[src/include/stepper_consts.svh]
`ifndef STEPPER_CONSTS_SVH
`define STEPPER_CONSTS_SVH

// signed pulse count widths per axis
`define STEPPER_PULSE_NUM_X_BITS 16
`define STEPPER_PULSE_NUM_Y_BITS 12

// step high/low time, in divider ticks
`define STEPPER_PULSE_WIDTH_BITS 8

`define STEPPER_DIV_BITS 8 // tick every clk_div+1 clocks

`define STEPPER_PULSE_WIDTH 4 // default pulse width

`endif

[src/design/ctrl_pkg.sv]
`include "stepper_consts.svh"

package ctrl_pkg;

	// decode stage sequencing
	typedef enum logic [1:0] {
		idle,
		dispatch, // start pulse out to both axes
		run
	} cmd_state_t;

	typedef logic [`STEPPER_DIV_BITS-1:0] div_t;

endpackage : ctrl_pkg

[src/design/motor_pkg.sv]
`include "stepper_consts.svh"

package motor_pkg;

	// signed commands, sign selects direction
	typedef logic signed [`STEPPER_PULSE_NUM_X_BITS-1:0] pulse_num_x_t;
	typedef logic signed [`STEPPER_PULSE_NUM_Y_BITS-1:0] pulse_num_y_t;

	// magnitudes, wide enough for the most negative command
	typedef logic [`STEPPER_PULSE_NUM_X_BITS-1:0] steps_x_t;
	typedef logic [`STEPPER_PULSE_NUM_Y_BITS-1:0] steps_y_t;

	typedef logic [`STEPPER_PULSE_WIDTH_BITS-1:0] pulse_width_t; // ticks per phase

	typedef enum logic {
		dir_neg = 1'b0,
		dir_pos = 1'b1
	} axis_dir_t;

endpackage : motor_pkg

[src/design/axis_cmd_if.sv]
`timescale 1ns/1ps

interface axis_cmd_if #(
	parameter type count_t = motor_pkg::steps_x_t
);
	import motor_pkg::*;

	logic start; // one cycle, qualifies dir/steps/width
	axis_dir_t dir;
	count_t steps;
	pulse_width_t width;
	logic busy; // high while the axis is stepping

	modport src (
		output start,
		output dir,
		output steps,
		output width,
		input busy
	);

	modport sink (
		input start,
		input dir,
		input steps,
		input width,
		output busy
	);

endinterface : axis_cmd_if

[src/design/axis_stepper.sv]
`timescale 1ns/1ps

module axis_stepper #(
	parameter type count_t = motor_pkg::steps_x_t
) (
	input logic intf,
	input logic reset,
	input logic tick,
	axis_cmd_if.sink cmd,
	output logic out,
	output logic dir,
	output logic n_en
);
	import motor_pkg::*;

	typedef enum logic [1:0] {
		ph_wait, // waiting for the first tick
		ph_high,
		ph_low
	} phase_t;

	phase_t phase;
	logic busy_q;
	count_t steps_left; // includes the pulse in progress
	pulse_width_t width_q;
	pulse_width_t tick_cnt;
	logic last_tick;

	assign last_tick = tick && (tick_cnt == pulse_width_t'(1)); // phase ends on this tick

	assign cmd.busy = busy_q;
	assign n_en = ~busy_q; // driver enabled while moving

	always_ff @(posedge intf) begin
		if (reset) begin
			phase <= ph_wait;
			busy_q <= 1'b0;
			out <= 1'b0;
			dir <= 1'b0;
		end else if (cmd.start) begin
			dir <= cmd.dir;
			if (cmd.steps != '0) begin
				busy_q <= 1'b1;
				phase <= ph_wait;
			end
		end else if (busy_q) begin
			case (phase)
			ph_wait: begin
				if (tick) begin
					out <= 1'b1;
					phase <= ph_high;
				end
			end
			ph_high: begin
				if (last_tick) begin
					out <= 1'b0;
					phase <= ph_low;
				end
			end
			ph_low: begin
				if (last_tick) begin
					if (steps_left == count_t'(1)) begin
						busy_q <= 1'b0;
						phase <= ph_wait;
					end else begin
						out <= 1'b1; // next pulse starts on the same tick
						phase <= ph_high;
					end
				end
			end
			default: phase <= ph_wait;
			endcase
		end
	end

	always_ff @(posedge intf) begin
		if (cmd.start) begin
			steps_left <= cmd.steps;
			width_q <= cmd.width;
		end else if (busy_q) begin
			if (tick) begin
				if (phase == ph_wait || last_tick)
					tick_cnt <= width_q;
				else
					tick_cnt <= tick_cnt - 1'b1;
			end
			if (phase == ph_low && last_tick)
				steps_left <= steps_left - 1'b1;
		end
	end

	no_step_when_disabled: assert property (@(posedge intf) disable iff (reset)
		out |-> !n_en);

	// direction must hold for the whole move
	dir_stable_while_busy: assert property (@(posedge intf) disable iff (reset)
		busy_q |=> (!busy_q || $stable(dir)));

endmodule : axis_stepper

[src/design/clk_en_divider.sv]
`timescale 1ns/1ps

module clk_en_divider (
	input logic intf,
	input logic reset,
	input ctrl_pkg::div_t clk_div,
	output logic tick
);
	import ctrl_pkg::*;

	div_t cnt;

	// reload only at terminal count, so a new clk_div waits for the current period
	always_ff @(posedge intf) begin
		if (reset) begin
			cnt <= '0;
			tick <= 1'b0;
		end else if (cnt == '0) begin
			cnt <= clk_div;
			tick <= 1'b1;
		end else begin
			cnt <= cnt - 1'b1;
			tick <= 1'b0;
		end
	end

endmodule : clk_en_divider

[src/design/stepper_cmd_stage.sv]
`timescale 1ns/1ps

module stepper_cmd_stage (
	input logic intf,
	input logic reset,
	input logic trigger,
	input motor_pkg::pulse_num_x_t pulse_num_x,
	input motor_pkg::pulse_num_y_t pulse_num_y,
	input motor_pkg::pulse_width_t pulse_width,
	output logic rdy,
	axis_cmd_if.src cmd_x,
	axis_cmd_if.src cmd_y
);
	import motor_pkg::*;
	import ctrl_pkg::*;

	cmd_state_t state;
	logic start_q; // shared by both axes
	logic accept;

	axis_dir_t dir_x_q;
	axis_dir_t dir_y_q;
	steps_x_t steps_x_q;
	steps_y_t steps_y_q;
	pulse_width_t width_q;

	assign accept = trigger && rdy; // rdy is only high in idle

	always_ff @(posedge intf) begin
		if (reset) begin
			state <= idle;
			rdy <= 1'b1;
			start_q <= 1'b0;
		end else begin
			start_q <= 1'b0;
			case (state)
			idle: begin
				if (accept) begin
					state <= dispatch;
					rdy <= 1'b0;
					start_q <= 1'b1;
				end
			end
			dispatch: state <= run; // busy is valid from here on
			run: begin
				if (!cmd_x.busy && !cmd_y.busy) begin
					state <= idle;
					rdy <= 1'b1;
				end
			end
			default: state <= idle;
			endcase
		end
	end

	// sign to direction and two's complement magnitude
	always_ff @(posedge intf) begin
		if (accept) begin
			dir_x_q <= (pulse_num_x < 0) ? dir_neg : dir_pos;
			dir_y_q <= (pulse_num_y < 0) ? dir_neg : dir_pos;
			steps_x_q <= (pulse_num_x < 0) ? steps_x_t'(-pulse_num_x) : steps_x_t'(pulse_num_x);
			steps_y_q <= (pulse_num_y < 0) ? steps_y_t'(-pulse_num_y) : steps_y_t'(pulse_num_y);
			width_q <= (pulse_width == '0) ? pulse_width_t'(1) : pulse_width; // 0 acts as 1
		end
	end

	assign cmd_x.start = start_q;
	assign cmd_x.dir = dir_x_q;
	assign cmd_x.steps = steps_x_q;
	assign cmd_x.width = width_q;

	assign cmd_y.start = start_q;
	assign cmd_y.dir = dir_y_q;
	assign cmd_y.steps = steps_y_q;
	assign cmd_y.width = width_q;

	// rdy high means no command goes out and both axes are idle
	no_start_or_busy_while_rdy: assert property (@(posedge intf) disable iff (reset)
		rdy |-> !cmd_x.start && !cmd_y.start && !cmd_x.busy && !cmd_y.busy);

	// an axis must have finished before it sees a new command
	no_start_while_busy_x: assert property (@(posedge intf) disable iff (reset)
		cmd_x.start |-> !cmd_x.busy);
	no_start_while_busy_y: assert property (@(posedge intf) disable iff (reset)
		cmd_y.start |-> !cmd_y.busy);

endmodule : stepper_cmd_stage

[src/design/stepper_ctrl_xy.sv]
`timescale 1ns/1ps

module stepper_ctrl_xy (
	input logic intf,
	input logic reset,
	input ctrl_pkg::div_t clk_div,
	input logic trigger,
	input motor_pkg::pulse_num_x_t pulse_num_x,
	input motor_pkg::pulse_num_y_t pulse_num_y,
	input motor_pkg::pulse_width_t pulse_width,
	output logic rdy,
	output logic out_x,
	output logic dir_x,
	output logic n_en_x,
	output logic out_y,
	output logic dir_y,
	output logic n_en_y
);
	import motor_pkg::*;

	logic tick; // step timebase for both axes

	axis_cmd_if #(.count_t(steps_x_t)) cmd_x ();
	axis_cmd_if #(.count_t(steps_y_t)) cmd_y ();

	clk_en_divider div_inst (
		.intf(intf),
		.reset(reset),
		.clk_div(clk_div),
		.tick(tick)
	);

	stepper_cmd_stage cmd_inst (
		.intf(intf),
		.reset(reset),
		.trigger(trigger),
		.pulse_num_x(pulse_num_x),
		.pulse_num_y(pulse_num_y),
		.pulse_width(pulse_width),
		.rdy(rdy),
		.cmd_x(cmd_x.src),
		.cmd_y(cmd_y.src)
	);

	axis_stepper #(
		.count_t(steps_x_t)
	) stepper_x (
		.intf(intf),
		.reset(reset),
		.tick(tick),
		.cmd(cmd_x.sink),
		.out(out_x),
		.dir(dir_x),
		.n_en(n_en_x)
	);

	axis_stepper #(
		.count_t(steps_y_t)
	) stepper_y (
		.intf(intf),
		.reset(reset),
		.tick(tick),
		.cmd(cmd_y.sink),
		.out(out_y),
		.dir(dir_y),
		.n_en(n_en_y)
	);

endmodule : stepper_ctrl_xy

[config.mk]
export PLATFORM = sky130hd
export DESIGN_NAME = stepper_ctrl_xy
export DESIGN_NICKNAME = d
export VERILOG_FILES = /design/src/design/ctrl_pkg.sv /design/src/design/motor_pkg.sv /design/src/design/axis_cmd_if.sv /design/src/design/axis_stepper.sv /design/src/design/clk_en_divider.sv /design/src/design/stepper_cmd_stage.sv /design/src/design/stepper_ctrl_xy.sv
export VERILOG_INCLUDE_DIRS = /design/src /design/src/include
export SDC_FILE = /design/constraint.sdc
export NUM_CORES = 1
export LEC_CHECK = 0
export BUFFER_PORTS_ARGS = -buffer_cell sky130_fd_sc_hd__buf_2
export CAP_MARGIN = 15
export CORE_MARGIN = 1.5
export CORE_UTILIZATION = 59
export DETAILED_ROUTE_END_ITERATION = 8
export PLACE_DENSITY = 0.8
export SKIP_CTS_REPAIR_TIMING = 1
export SYNTH_ARGS = -nofsm -noshare
export SYNTH_HDL_FRONTEND = slang
export SYNTH_SLANG_ARGS = --single-unit
export TNS_END_PERCENT = 20
[constraint.sdc]
create_clock -name intf -period 2.7 [get_ports intf]
set_input_delay 0.405 -clock intf [delete_from_list [all_inputs] [get_ports intf]]
set_output_delay 0.405 -clock intf [all_outputs]
set_load 0.1 [all_outputs]
==> Word-level counts from Yosys, hierarchy flattened <==
Cells that the tools add are included.
{ "totals": {"register_bits": 113, "in_bits": 47, "output_inout_bits": 7, "wordCells": 156} }
{ "op_classes": {"n_addsub": 7, "magnitude_cmp": 2, "eq_ne": 28, "mux": 57, "bitwise": 4, "reduce_logical": 35} }
{ "ops": {"columns": ["operator", "n"], "rows": [
  ["16-bit two-way mux", 4],
  ["12-bit two-way mux", 4],
  ["1-bit two-way mux", 27],
  ["2-bit two-way mux", 13],
  ["8-bit two-way mux", 3],
  ["8-bit by 1-bit subtractor with 8-bit output (second input constant)", 3],
  ["2-bit case mux with 3 select lines", 3],
  ["16-bit by 1-bit == test with 1-bit output (second input constant)", 1],
  ["8-bit by 1-bit == test with 1-bit output (second input constant)", 2],
  ["8-bit logical NOT", 2],
  ["16-bit by 1-bit less-than comparator with 1-bit output (second input constant)", 1],
  ["2-bit by 1-bit inequality test with 1-bit output (second input constant)", 8],
  ["16-bit negator", 1],
  ["16-bit nonzero test", 1],
  ["16-bit by 1-bit subtractor with 16-bit output (second input constant)", 1],
  ["7-bit AND reduction", 2],
  ["12-bit by 1-bit == test with 1-bit output (second input constant)", 1],
  ["12-bit by 1-bit less-than comparator with 1-bit output (second input constant)", 1],
  ["3-bit by 2-bit inequality test with 1-bit output (second input constant)", 4],
  ["12-bit negator", 1],
  ["12-bit nonzero test", 1],
  ["12-bit by 1-bit subtractor with 12-bit output (second input constant)", 1],
  ["5-bit AND reduction", 2],
  ["2-bit nonzero test", 5],
  ["other kinds (15)", 41]
]} }

==> Longest topological paths before layout <==
{ "logic_depth": {"word_depth": 6, "ltp_mapped": 8, "ltp_nobuf": 7} }

==> Cells and area by module <==
From an unflattened synthesis, not the netlist that was laid out.
{ "unflattened": {"hier_cells": 548, "hier_area_um2": 6150.9} }
{ "by_module_without_submodules": {"columns": ["module", "instances", "cells_per_inst", "area_per_inst_um2", "seq_area_each_um2"], "rows": [
  ["axis_stepper at stepper_x", 1, 184, 1964.4, 1061.0],
  ["stepper_cmd_stage", 1, 151, 1941.9, 1221.2],
  ["axis_stepper at stepper_y", 1, 157, 1734.2, 940.9],
  ["clk_en_divider", 1, 56, 510.5, 180.2]
]} }

==> Worst setup path after synthesis <==
No wires, ideal clock.
{ "synth_timing": {"path_type": "register to register", "startpoint": "register cmd_inst.rdy", "endpoint": "register cmd_inst.dir_x_q (netlist: cmd_inst.cmd_x.dir) (enable)", "arrival_ns": 2.044, "required_ns": 2.300, "slack_ns": 0.257, "stages_incl_launch_ff": 2, "cell_sequence": "dfxtp_1 -> and2_1"} }
{ "synth_via": {"elab_chain_cells": 1} }
{ "synth_lines": {"columns": ["item", "line_no", "rtl"], "rows": [
  ["from (decl)", "stepper_cmd_stage.sv:10", "output logic rdy,"],
  ["from (signal assigned)", "stepper_cmd_stage.sv:32", "rdy <= 1'b1;"],
  ["from (signal assigned)", "stepper_cmd_stage.sv:40", "rdy <= 1'b0;"],
  ["from (signal assigned)", "stepper_cmd_stage.sv:48", "rdy <= 1'b1;"],
  ["1-bit logical AND", "stepper_cmd_stage.sv:27", "assign accept = trigger && rdy;"],
  ["net cmd_inst.accept", "stepper_cmd_stage.sv:19", "logic accept;"],
  ["to (signal assigned)", "stepper_cmd_stage.sv:59", "dir_x_q <= (pulse_num_x < 0) ? dir_neg : dir_pos;"],
  ["to (decl)", "stepper_cmd_stage.sv:21", "axis_dir_t dir_x_q;"]
]} }
The timed path passes the listed nets, and every way through them passes these cells.
A chain may end at the register's enable or synchronous reset.

==> Worst setup path after layout <==
{ "layout_timing": {"startpoint": "register stepper_y.tick_cnt[4]", "endpoint": "register stepper_y.tick_cnt[5], data pin"} }
{ "layout_via": {"elab_chain_cells": 4, "elab_cells_between_ends": 5} }
{ "layout_lines": {"columns": ["item", "line_no", "rtl"], "rows": [
  ["from (decl)", "axis_stepper.sv:26", "pulse_width_t tick_cnt;"],
  ["from (signal assigned)", "axis_stepper.sv:83", "tick_cnt <= width_q;"],
  ["from (signal assigned)", "axis_stepper.sv:85", "tick_cnt <= tick_cnt - 1'b1;"],
  ["branches (longest 3 deep; another with 8-bit by 1-bit subtractor with 8-bit output)", null, null],
  ["8-bit two-way mux *", "axis_stepper.sv:82", "if (phase == ph_wait || last_tick)"]
]} }
Every way passes the cells marked *.

==> flow_metrics.tcl <==
set metrics [dict create \
    grt_pass1_wl_mm 18.3 \
    drv_slew 0 \
    synth_flop_cell "edfxtp_1" \
    worst_hold_slack_ps 81.2 \
    yosys_warnings 0 \
    min_period_ps 2330 \
    antenna_found_initial 0 \
    cp_slowest_stage_delay_ps 570 \
    cp-start-kind "flip-flop" \
    crit_chain "nor4_2 > nand4_1 > o21ai_1 > o21ai_0" \
    ir_worst_vdd_mv 0.551 \
    syn_inst 535 \
    clock-sinks 113 \
    relSlewSlack_pct 36.0 \
    vias_per_cell 5.69 \
    crit_arrival_ps 2550 \
    coreArea_um2 9330 \
    tightest_slew_ps 956 \
    vias 4123 \
    yosysTopAreaCell "edfxtp_1" \
    floorplan.rows 35 \
    fmax_mhz 429 \
    ff2ff_setup_slack_ps 370 \
    worst_clock_skew_ps 6.94 \
    clock_latency_ps 520 \
    drtPass1Iterations 5 \
    critPathKind "reg -> reg" \
    yosys.area_share.simple_pct 18.5 \
    drt_iter0_markers 208 \
    area_growth_pct 16.0 \
    crit_family "simple AND/OR/NAND/NOR gates" \
    synthTopCellsByCount "edfxtp_1, nand2_1, o21ai_0" \
    yosys.area_share.xor_xnor_pct 9.66 \
    yosys-top-cells-area "edfxtp_1, dfxtp_1, xnor2_1" \
    dieHeight_um 101 \
    grt_max_degree 42 \
    layout.nets 642 \
    grt_usage_pct 23.3 \
    drive_gt1_share_pct 16.9 \
    holdCritPathClass "in -> reg" \
    die_w_um 101 \
    required_ps 2930 \
    wl_per_cell_um 15.1 \
    die-area_um2 10300 \
    power.leakage_nw 2.33 \
    synth_top_family_by_area "simple AND/OR/NAND/NOR gates" \
    setup_viol 0 \
    insertedDiodeCount 0 \
    cts_buffers 17 \
    hold_viol_final 0 \
    ant_nets 0 \
    ioPinCount 54 \
    post-route-drc-count 0 \
    yosysSeqAreaShare_pct 55.4 \
    clock_path_buffers 2 \
    synth_cell_type_count 51 \
    yosysMostFrequentCell "edfxtp_1" \
    status "complete, no violations" \
    syn-cell-area_um2 5710 \
    critPathSlowestCell "o21ai_1" \
    ctsRootBufferMaster "clkbuf_8" \
    cts_tree "done" \
    wl_mm 11.0 \
    fin_crit_sh_pct 86.2 \
    path_buf_inv 0 \
    synth_nets 594 \
    dp_hpwl_mm 7.36 \
    synth-compound-area-share_pct 9.98 \
    end_kind "flip-flop" \
    synth-seq-cells 113 \
    setup_tns_ps 0 \
    synth_top_area_share_pct 47.3 \
    yosys.area_share.adder_pct 2.98 \
    power.density_nw_per_um2 749 \
    clk_pin_slew_ps 60 \
    avgSynthCellArea_um2 10.7 \
    grt_pass1_vias 4018 \
    grt-ovfl-total 0 \
    htree_num_levels 4 \
    crit_fanout 16 \
    initial_utilization_pct 61.3 \
    rsz0062_at_grt "no" \
    yosys-mux-area-fraction_pct 0.526 \
    routabilityCongestion 0.820 \
    synth-edff-count 90 \
    portBuffers 53 \
    cap_violations 0 \
    async_flop_share_pct 0 \
]
[area by class of cell]
class | instances | area (µm²)
Clock buffer | 18 | 418
Tap cell | 129 | 161
Clock inverter | 14 | 156
Fill cell | 669 | 2700
Inverter | 19 | 71.3
Timing Repair Buffer | 54 | 273
Multi-Input combinational cell | 378 | 2380
Sequential cell | 113 | 3160
[cell families (layout without fill, tap and decap cells)]
family | Yosys count | after routing
buffers and inverters | 44 | 105
adders and majority gates | 14 | 14
and+or+nand+nor | 202 | 202
xor gates and xnor gates | 63 | 63
AOI/OAI and AO/OA | 96 | 96
muxes | 3 | 3
DFF | 113 | 113
[metal layers]
layer / share of wire (%) / global-route usage, %
met5: 0 / 0
met4: 1.4 / 9.29
met3: 4.2 / 6.00
met2: 51 / 39.9
met1: 43 / 28.2
[path summary, 6_finish.rpt]
check | start | endpoint | depth (start not counted)
worst max register to register | stepper_y.tick_cnt[4] | stepper_y.tick_cnt[5] | 4
worst min register to register | cmd_inst.cmd_x.width[4] | stepper_x.width_q[4] | 0
worst max-delay path | stepper_y.tick_cnt[4] | stepper_y.tick_cnt[5] | 4
worst min-delay path | pulse_width[2] | cmd_inst.cmd_x.width[2] | 1
[cells in the final DEF (no fill, tap or decap), drive strengths merged, types with 7 or more instances in the layout]
cell,instances
edfxtp,90
nand2,66
buf,54
o21ai,51
nor2,45
xnor2,43
dfxtp,23
inv,22
xor2,20
nor4,20
clkbuf,18
nor3,16
a21oi,15
nand2b,15
ha,12
or3,8
nand3,7
a211oi,7
[sequential cells by signal (all words and copies together) (netlist names), 2 cells and up]
register and flops:
div_inst.cnt 8, stepper_x.steps_left 16, stepper_x.tick_cnt 8, cmd_inst.state 2, stepper_x.phase 2, stepper_x.width_q 8, cmd_inst.cmd_x.width 8, cmd_inst.cmd_y.steps 12
stepper_y.tick_cnt 8, cmd_inst.cmd_x.steps 16, stepper_y.steps_left 12, stepper_y.phase 2
[power breakdown]
part,internal (mW),leakage [nW],total [mW],switching (mW)
sequential,2.06,1.03,2.18,0.121
clock,1.32,0.270,2.14,0.819
combinational,0.248,1.03,0.639,0.391
total,3.63,2.33,4.96,1.33
[through the flow]
step                total power, mW  instances  util, %  worst slack [ps]  cell area (µm²)
detailed placement             2.85        693     64.9               422             6050
global placement               2.81        693     64.9               571             6050
global route                   5.16        725     71.1               135             6630
finish                         4.96        725     71.1               372             6630
CTS                            4.99        725     71.1               395             6630
floorplan                      2.68        535        -               257             5710
[worst reg2reg max path, stage by stage, from the launching register on]
cell and delay (ps):
edfxtp_1 430, nor4_2 470, nand4_1 350, o21ai_1 570
o21ai_0 220
No activity file was read; power rests on OpenSTA's default activity.
